===== src/common/lcd_pkg.sv =====
`default_nettype none

package lcd_pkg;

	// static display setup, same bit order as the 7-bit config word
	typedef struct packed {
		logic display_lines; // N bit of function set
		logic font;          // F bit of function set
		logic display_on;    // D
		logic cursor_on;     // C
		logic blink;         // B
		logic inc_dec;       // I/D of entry mode
		logic shift;         // S of entry mode
	} lcd_cfg_t;

	// one bus word as the host hands it over
	typedef struct packed {
		logic       rs;
		logic       rw;
		logic [7:0] data;
	} lcd_word_t;

	// microsecond count, wide enough for the power-up wait
	typedef logic [8:0] lcd_us_t;

	// all three counted from the start of the bus cycle
	typedef struct packed {
		lcd_us_t setup_us; // e rises after this
		lcd_us_t high_us;  // e width
		lcd_us_t total_us; // whole cycle incl. command execution
	} bus_timing_t;

	localparam lcd_us_t power_up_us   = 9'd500;
	localparam lcd_us_t host_setup_us = 9'd1;
	localparam lcd_us_t host_high_us  = 9'd13;
	localparam lcd_us_t host_total_us = 9'd50;
	localparam lcd_us_t init_high_us  = 9'd10;

	localparam int unsigned init_steps = 4; // function set .. entry mode

endpackage

`default_nettype wire


===== src/lcd/lcd_bus_cycle.sv =====
`timescale 1ns/1ps
`default_nettype none

module lcd_bus_cycle import lcd_pkg::*; (
	input  logic        clk,
	input  logic        rst_n,
	input  logic        us_tick,
	input  logic        cycle_start,
	input  lcd_word_t   cycle_word,
	input  bus_timing_t cycle_timing,
	output logic        e,
	output logic        rs,
	output logic        rw,
	output logic [7:0]  lcd_data,
	output logic        cycle_done
);

	logic        active;
	lcd_word_t   word_q;   // pin values, held for the whole cycle
	bus_timing_t timing_q;
	lcd_us_t     us_cnt;   // microseconds since start
	lcd_us_t     elapsed;
	lcd_us_t     fall_us;
	logic        e_q;

	assign elapsed = us_cnt + lcd_us_t'(1);
	assign fall_us = timing_q.setup_us + timing_q.high_us;

	// end of total_us, pins drop on the same edge
	assign cycle_done = active && us_tick && (elapsed == timing_q.total_us);

	assign e        = e_q;
	assign rs       = word_q.rs;
	assign rw       = word_q.rw;
	assign lcd_data = word_q.data;

	always_ff @(posedge clk) begin
		if (cycle_start) begin
			timing_q <= cycle_timing;
		end
	end

	always_ff @(posedge clk or negedge rst_n) begin
		if (!rst_n) begin
			active <= 1'b0;
			word_q <= '0;
			us_cnt <= '0;
			e_q    <= 1'b0;
		end else if (cycle_start) begin
			active <= 1'b1;
			word_q <= cycle_word;
			us_cnt <= '0;
			// zero setup means e rises with the data
			e_q    <= (cycle_timing.setup_us == '0);
		end else if (active && us_tick) begin
			us_cnt <= elapsed;
			if (elapsed == timing_q.total_us) begin
				active <= 1'b0;
				word_q <= '0; // back to idle levels
				e_q    <= 1'b0;
			end else if (elapsed == fall_us) begin
				e_q <= 1'b0; // display latches here
			end else if (elapsed == timing_q.setup_us) begin
				e_q <= 1'b1;
			end
		end
	end

endmodule

`default_nettype wire


===== src/lcd/lcd_ctrl.sv =====
`timescale 1ns/1ps
`default_nettype none

module lcd_ctrl import lcd_pkg::*; (
	input  logic        clk,
	input  logic        rst_n,
	input  lcd_cfg_t    cfg,
	input  logic        lcd_enable,
	input  lcd_word_t   lcd_bus,
	input  lcd_word_t   init_word,
	input  bus_timing_t init_timing,
	input  logic        timer_done,
	input  logic        cycle_done,
	output logic [1:0]  step,
	output logic        timer_start,
	output lcd_us_t     timer_us,
	output logic        cycle_start,
	output lcd_word_t   cycle_word,
	output bus_timing_t cycle_timing,
	output logic        busy,
	output lcd_cfg_t    init_cfg
);

	typedef enum logic [1:0] {
		power_up,
		init,
		ready,
		write
	} state_t;

	localparam logic [1:0] last_step = 2'(init_steps - 1);

	localparam bus_timing_t host_timing = '{
		setup_us: host_setup_us,
		high_us:  host_high_us,
		total_us: host_total_us
	};

	state_t   state;
	logic     issued; // wait or bus cycle of this state already kicked off
	lcd_cfg_t cfg_q;

	// power-up wait starts on the first clock out of reset
	assign timer_start = (state == power_up) && !issued;
	assign timer_us    = power_up_us;

	// host word goes straight to the driver on the accepting edge
	assign cycle_start  = ((state == init) && !issued) || ((state == ready) && lcd_enable);
	assign cycle_word   = (state == init) ? init_word : lcd_bus;
	assign cycle_timing = (state == init) ? init_timing : host_timing;

	assign busy     = (state != ready);
	assign init_cfg = cfg_q;

	// config is frozen for the whole init sequence
	always_ff @(posedge clk) begin
		if (timer_done) begin
			cfg_q <= cfg;
		end
	end

	always_ff @(posedge clk or negedge rst_n) begin
		if (!rst_n) begin
			state  <= power_up;
			issued <= 1'b0;
			step   <= '0;
		end else begin
			case (state)
				power_up: begin
					if (timer_start) begin
						issued <= 1'b1;
					end
					if (timer_done) begin
						state  <= init;
						issued <= 1'b0;
						step   <= '0;
					end
				end
				init: begin
					if (cycle_start) begin
						issued <= 1'b1;
					end
					if (cycle_done) begin
						issued <= 1'b0; // next step issues on the following clock
						if (step == last_step) begin
							state <= ready;
						end else begin
							step <= step + 2'd1;
						end
					end
				end
				ready: begin
					if (cycle_start) begin
						state <= write;
					end
				end
				write: begin
					if (cycle_done) begin
						state <= ready; // lcd_enable ignored until here
					end
				end
				default: state <= power_up;
			endcase
		end
	end

endmodule

`default_nettype wire


===== src/lcd/lcd_init_rom.sv =====
`timescale 1ns/1ps
`default_nettype none

module lcd_init_rom import lcd_pkg::*; (
	input  logic [1:0]  step,
	input  lcd_cfg_t    cfg,
	output lcd_word_t   init_word,
	output bus_timing_t init_timing
);

	// total per step, e high time plus command execution
	localparam lcd_us_t func_set_us   = 9'd60;
	localparam lcd_us_t disp_ctrl_us  = 9'd60;
	localparam lcd_us_t disp_clear_us = 9'd210; // clear is the slow one
	localparam lcd_us_t entry_mode_us = 9'd110;

	always_comb begin
		init_word.rs          = 1'b0; // all instructions
		init_word.rw          = 1'b0;
		init_timing.setup_us  = '0;   // e goes high right away
		init_timing.high_us   = init_high_us;
		init_word.data        = 8'h00;
		init_timing.total_us  = func_set_us;

		case (step)
			2'd0: begin
				// function set, 8-bit bus
				init_word.data = {4'b0011, cfg.display_lines, cfg.font, 2'b00};
				init_timing.total_us = func_set_us;
			end
			2'd1: begin
				init_word.data = {5'b00001, cfg.display_on, cfg.cursor_on, cfg.blink};
				init_timing.total_us = disp_ctrl_us;
			end
			2'd2: begin
				init_word.data = 8'b0000_0001; // display clear
				init_timing.total_us = disp_clear_us;
			end
			2'd3: begin
				init_word.data = {6'b000001, cfg.inc_dec, cfg.shift};
				init_timing.total_us = entry_mode_us;
			end
			default: begin
				init_word.data = 8'h00;
				init_timing.total_us = func_set_us;
			end
		endcase
	end

endmodule

`default_nettype wire


===== src/lcd/lcd_timer.sv =====
`timescale 1ns/1ps
`default_nettype none

module lcd_timer import lcd_pkg::*; #(
	parameter int unsigned clks_per_us = 100
) (
	input  logic    clk,
	input  logic    rst_n,
	input  logic    timer_start,
	input  logic    cycle_start,
	input  lcd_us_t timer_us,
	output logic    us_tick,
	output logic    timer_done
);

	localparam int presc_w = (clks_per_us > 1) ? $clog2(clks_per_us) : 1;
	localparam logic [presc_w-1:0] presc_last = presc_w'(clks_per_us - 1);

	logic [presc_w-1:0] presc;
	lcd_us_t            remain;
	logic               running;

	assign us_tick    = (presc == presc_last);
	assign timer_done = running && us_tick && (remain == lcd_us_t'(1));

	// either start pulse lines the microsecond grid up with itself
	always_ff @(posedge clk or negedge rst_n) begin
		if (!rst_n) begin
			presc <= '0;
		end else if (timer_start || cycle_start || us_tick) begin
			presc <= '0;
		end else begin
			presc <= presc + 1'b1;
		end
	end

	always_ff @(posedge clk or negedge rst_n) begin
		if (!rst_n) begin
			running <= 1'b0;
			remain  <= '0;
		end else if (timer_start) begin
			running <= (timer_us != '0);
			remain  <= timer_us;
		end else if (running && us_tick) begin
			remain <= remain - lcd_us_t'(1);
			if (remain == lcd_us_t'(1)) begin
				running <= 1'b0; // one-shot
			end
		end
	end

endmodule

`default_nettype wire


===== src/logic/lcd_top.sv =====
`timescale 1ns/1ps
`default_nettype none

module lcd_top import lcd_pkg::*; #(
	parameter int unsigned clks_per_us = 100
) (
	input  logic       clk,
	input  logic       rst_n,
	input  lcd_cfg_t   cfg,
	input  logic       lcd_enable,
	input  lcd_word_t  lcd_bus,
	output logic       e,
	output logic       rs,
	output logic       rw,
	output logic [7:0] lcd_data,
	output logic       busy
);

	logic [1:0]  step;
	lcd_cfg_t    init_cfg;
	lcd_word_t   init_word;
	bus_timing_t init_timing;
	logic        timer_start;
	lcd_us_t     timer_us;
	logic        timer_done;
	logic        us_tick;
	logic        cycle_start;
	lcd_word_t   cycle_word;
	bus_timing_t cycle_timing;
	logic        cycle_done;

	lcd_ctrl i_lcd_ctrl (
		.clk          (clk),
		.rst_n        (rst_n),
		.cfg          (cfg),
		.lcd_enable   (lcd_enable),
		.lcd_bus      (lcd_bus),
		.init_word    (init_word),
		.init_timing  (init_timing),
		.timer_done   (timer_done),
		.cycle_done   (cycle_done),
		.step         (step),
		.timer_start  (timer_start),
		.timer_us     (timer_us),
		.cycle_start  (cycle_start),
		.cycle_word   (cycle_word),
		.cycle_timing (cycle_timing),
		.busy         (busy),
		.init_cfg     (init_cfg)
	);

	lcd_init_rom i_lcd_init_rom (
		.step        (step),
		.cfg         (init_cfg), // latched copy
		.init_word   (init_word),
		.init_timing (init_timing)
	);

	lcd_timer #(
		.clks_per_us (clks_per_us)
	) i_lcd_timer (
		.clk         (clk),
		.rst_n       (rst_n),
		.timer_start (timer_start),
		.cycle_start (cycle_start),
		.timer_us    (timer_us),
		.us_tick     (us_tick),
		.timer_done  (timer_done)
	);

	lcd_bus_cycle i_lcd_bus_cycle (
		.clk          (clk),
		.rst_n        (rst_n),
		.us_tick      (us_tick),
		.cycle_start  (cycle_start),
		.cycle_word   (cycle_word),
		.cycle_timing (cycle_timing),
		.e            (e),
		.rs           (rs),
		.rw           (rw),
		.lcd_data     (lcd_data),
		.cycle_done   (cycle_done)
	);

endmodule

`default_nettype wire


===== config.mk =====
export PLATFORM = sky130hd
export DESIGN_NAME = lcd_top
export DESIGN_NICKNAME = d
export VERILOG_FILES = /design/src/common/lcd_pkg.sv /design/src/lcd/lcd_bus_cycle.sv /design/src/lcd/lcd_ctrl.sv /design/src/lcd/lcd_init_rom.sv /design/src/lcd/lcd_timer.sv /design/src/logic/lcd_top.sv
export SDC_FILE = /design/constraint.sdc
export NUM_CORES = 1
export LEC_CHECK = 0
export BUFFER_PORTS_ARGS = -buffer_cell sky130_fd_sc_hd__buf_2
export CORE_ASPECT_RATIO = 0.7
export CORE_UTILIZATION = 56
export DETAILED_ROUTE_END_ITERATION = 12
export GPL_ROUTABILITY_DRIVEN = 0
export GPL_TIMING_DRIVEN = 1
export PLACE_DENSITY = 0.78
export SLEW_MARGIN = 20
export SYNTH_ARGS = -nofsm -noshare
export SYNTH_HDL_FRONTEND = slang
export SYNTH_HIERARCHICAL = 1
export SYNTH_SLANG_ARGS = --single-unit

===== constraint.sdc =====
create_clock -name clk -period 3.3 [get_ports clk]
set_input_delay 0.33 -clock clk [delete_from_list [all_inputs] [get_ports clk]]
set_output_delay 0.33 -clock clk [all_outputs]
set_load 0.03 [all_outputs]

==> impl_metrics.py <==
metrics = {
    "run_status": {
        "status": "finished, violations left",
        "violations": "hold timing",
    },
    "floorplanning": {
        "ios": 32,
        "die-height_um": 80.1,
        "die-area_um2": 9110,
        "coreArea_um2": 8440,
        "rows": 28,
        "dieWidth_um": 114,
        "start_util": 0.579,
    },
    "routing": {
        "top_layer_used": "met4",
        "vias": 3259,
        "finalWirelength_mm": 9.39,
        "drt_iter0_drc": 184,
        "ant_nets": 0,
        "wl_met1_mm": 4.53,
        "met2_length_mm": 4.36,
        "routedWlPerCell_um": 15.2,
        "drc_errors": 0,
        "drt_first_pass_iters": 4,
        "dr_wl_met3_um": 482,
        "vias_per_cell": 5.26,
    },
    "clock_network": {
        "clkSinkCount": 77,
        "cts_root_buffer": "clkbuf_16",
        "clkLatencyLatePin_ps": 340,
        "cts_tree": "built",
        "clk_pin_slew_worst_paths_ps": 60,
        "cts_buffers": 9,
        "post_cts_buffers": 0,
        "postCtsResizedCells": 0,
        "clk_path_buf_depth": 2,
        "htreeDepth": 3,
        "holdBufCountCts": 0,
    },
    "sta": {
        "fin_worst_skew_ps": 5.60,
        "min_period_ps": 3000,
        "worst_pin_slew_ps": 680,
        "whs_ps": -9.02,
        "setup_tns_ps": 0,
        "maxSlewHeadroom": 0.547,
        "finalHoldViolCount": 13,
        "rsz0062_at_grt": "false",
        "fin_crit_sh": 0.910,
        "drv_slew": 0,
        "setup_viol": 0,
        "max_freq_mhz": 333,
    },
    "setup_path": {
        "cp_data_required_time_ps": 3510,
        "crit_type": "reg -> reg",
        "endpoint_kind": "flip-flop",
        "r2r_slack_ps": 300,
        "critPathMaxFanout": 5,
        "cp.arrival_ps": 3220,
        "critPathLaunchType": "flip-flop",
    },
    "place": {
        "dpl.hpwl_mm": 6.62,
        "io_buffers": 31,
        "placed_cell_area_um2": 4950,
    },
    "power": {
        "p_per_area_nw_per_um2": 403,
        "peakVddDrop_mv": 0.383,
        "p_leak_nw": 2.09,
    },
    "final_layout": {
        "finalInstanceArea_um2": 5290,
        "final_nets": 528,
        "syn2layout_area_growth_pct": 8.20,
        "drive_above_1_share": 0.192,
        "diodes": 0,
    },
    "synth": {
        "syn_avg_cell_area_um2": 10.3,
        "yosysUniqueCellTypes": 61,
        "yosysSeqAreaShare": 0.429,
        "async_reset_ff_frac": 0.558,
        "synthesis.area_um2": 4880,
        "ys_seq_elements": 77,
        "yosys_most_used_dff": "dfrtp_1",
        "ys_warn_count": 6,
        "synth-edff-count": 34,
        "synthCells": 474,
    },
    "global_routing": {
        "grt_pass1_vias": 3108,
        "grt_max_degree": 44,
        "overflow": 0,
        "antenna_found_initial": 0,
        "track_usage": 0.219,
        "grt_pass1_wl_mm": 15.3,
    },
    "run": {
        "maxCapViolCount": 0,
    },
    "min_path": {
        "hold_class": "in -> async",
    },
}
area by class of cell:
| type | instances | area, um2 |
|---|---|---|
| Clock buffer | 10 | 250 |
| Timing Repair Buffer | 43 | 264 |
| Clock inverter | 6 | 68.8 |
| Inverter | 14 | 57.6 |
| Multi-Input combinational cell | 349 | 2400 |
| Tap cell | 120 | 150 |
| Sequential cell | 77 | 2100 |
| Fill cell | 680 | 3160 |
through the flow:
stage / setup slack (ps) / power (mW) / util / cells / hold WS (ps)
global placement: 575 / 1.11 / 0.587 / 602 / 442
global route: 247 / 2.21 / 0.626 / 619 / 43.9
floorplan: 361 / 1.11 / - / 503 / 34.4
finish: 298 / 2.13 / 0.626 / 619 / -9.02
CTS: 415 / 2.15 / 0.624 / 618 / 151
detailed placement: 536 / 1.11 / 0.587 / 602 / 468
per-layer routing:
metal,vias to the layer above,GRT usage
li1,1607,-
met1,1567,0.298
met2,83,0.339
met3,2,0.0626
met4,0,0.0658
met5,-,0
power by group:
part	internal [mW]	switching, mW
logic	0.0292	0.0481
registers	1.01	0.0104
clock network	0.636	0.399
total	1.67	0.457
critical path, cell delays in order (launching register included):
cell	delay, ps
dfrtp_1	420
or4b_1	560
nor2_1	120
buf_4	140
nand2_1	60
a2111oi_0	560
o2111a_1	320
nand4_2	100
inv_1	160
nor2b_1	180
mux2i_1	180
o21ai_0	90
sequential cells by signal, indices dropped and copies added (netlist names), 2 cells and up:
| register | flops |
|---|---|
| i_lcd_ctrl/state | 2 |
| i_lcd_timer/presc | 7 |
| i_lcd_timer/remain | 9 |
| i_lcd_bus_cycle/us_cnt | 9 |
| i_lcd_ctrl/init_cfg | 7 |
| i_lcd_bus_cycle/lcd_data | 8 |
| i_lcd_ctrl/step | 2 |
| i_lcd_bus_cycle/timing_q | 27 |
final timing paths:
| kind | from | endpoint | depth (start not counted) |
|---|---|---|---|
| worst max-delay path | i_lcd_timer/presc[3] | i_lcd_ctrl/step[0] | 11 |
| worst min-delay path | rst_n | i_lcd_bus_cycle/us_cnt[5] | 1 |
| worst max register to register | i_lcd_timer/presc[3] | i_lcd_ctrl/step[0] | 11 |
| worst min register to register | i_lcd_timer/presc[0] | i_lcd_timer/presc[0] | 1 |
| max in group asynchronous | rst_n | i_lcd_bus_cycle/rs | 1 |
| min in group clk | cfg[5] | i_lcd_ctrl/init_cfg[5] | 1 |
kinds of logic (layout without fill, tap and decap cells):
family                   count (synthesis)  in the layout  share of synthesized area
XOR/XNOR                                60             60                      0.108
AO/OA/AOI/OAI                           60             60                     0.0745
flip-flops                              77             77                      0.429
other                                    4             33                    0.00307
buffers and inverters                   77             73                      0.105
adder cells (fa/ha/maj)                 14             14                     0.0374
multiplexers                            22             22                     0.0494
AND/OR/NAND/NOR                        160            160                      0.194
cell usage in the layout (no fill, tap or decap), types with 3 or more instances in the layout:
cell | netlist | final
ha_1 | 13 | 13
inv_1 | 13 | 13
and3_1 | 3 | 3
xnor2_1 | 38 | 38
nor2b_1 | 6 | 6
buf_2 | 5 | 30
mux2_2 | 15 | 15
buf_4 | 38 | 11
dfrtp_1 | 43 | 43
nor2_1 | 29 | 29
xor2_1 | 22 | 22
a21oi_1 | 10 | 10
nor4_2 | 4 | 4
o21ai_0 | 25 | 25
edfxtp_1 | 34 | 34
nor3_1 | 8 | 8
and2_1 | 20 | 20
nand2_1 | 35 | 35
or3_1 | 14 | 14
nand2b_1 | 3 | 3
clkbuf_16 | 0 | 10
o21ai_1 | 4 | 4
mux2i_1 | 5 | 5
nor4_4 | 3 | 3
nand3_1 | 11 | 11
nor3b_1 | 3 | 3
a31oi_1 | 5 | 5
nor4_1 | 3 | 3
conb_1 | 4 | 33
and4_4 | 3 | 3
synthesized netlist by cell type (10+ instances only):
master     n  area share
buf_4     38       0.058
or3_1     14       0.018
mux2_2    15       0.035
nand2_1   35       0.027
inv_1     13       0.010
xnor2_1   38       0.068
and2_1    20       0.026
nand3_1   11       0.011
a21oi_1   10       0.010
xor2_1    22       0.039
edfxtp_1  34        0.21
ha_1      13       0.033
dfrtp_1   43        0.22
nor2_1    29       0.022
o21ai_0   25       0.026
Note: power is estimated with default switching activity, not from simulation.
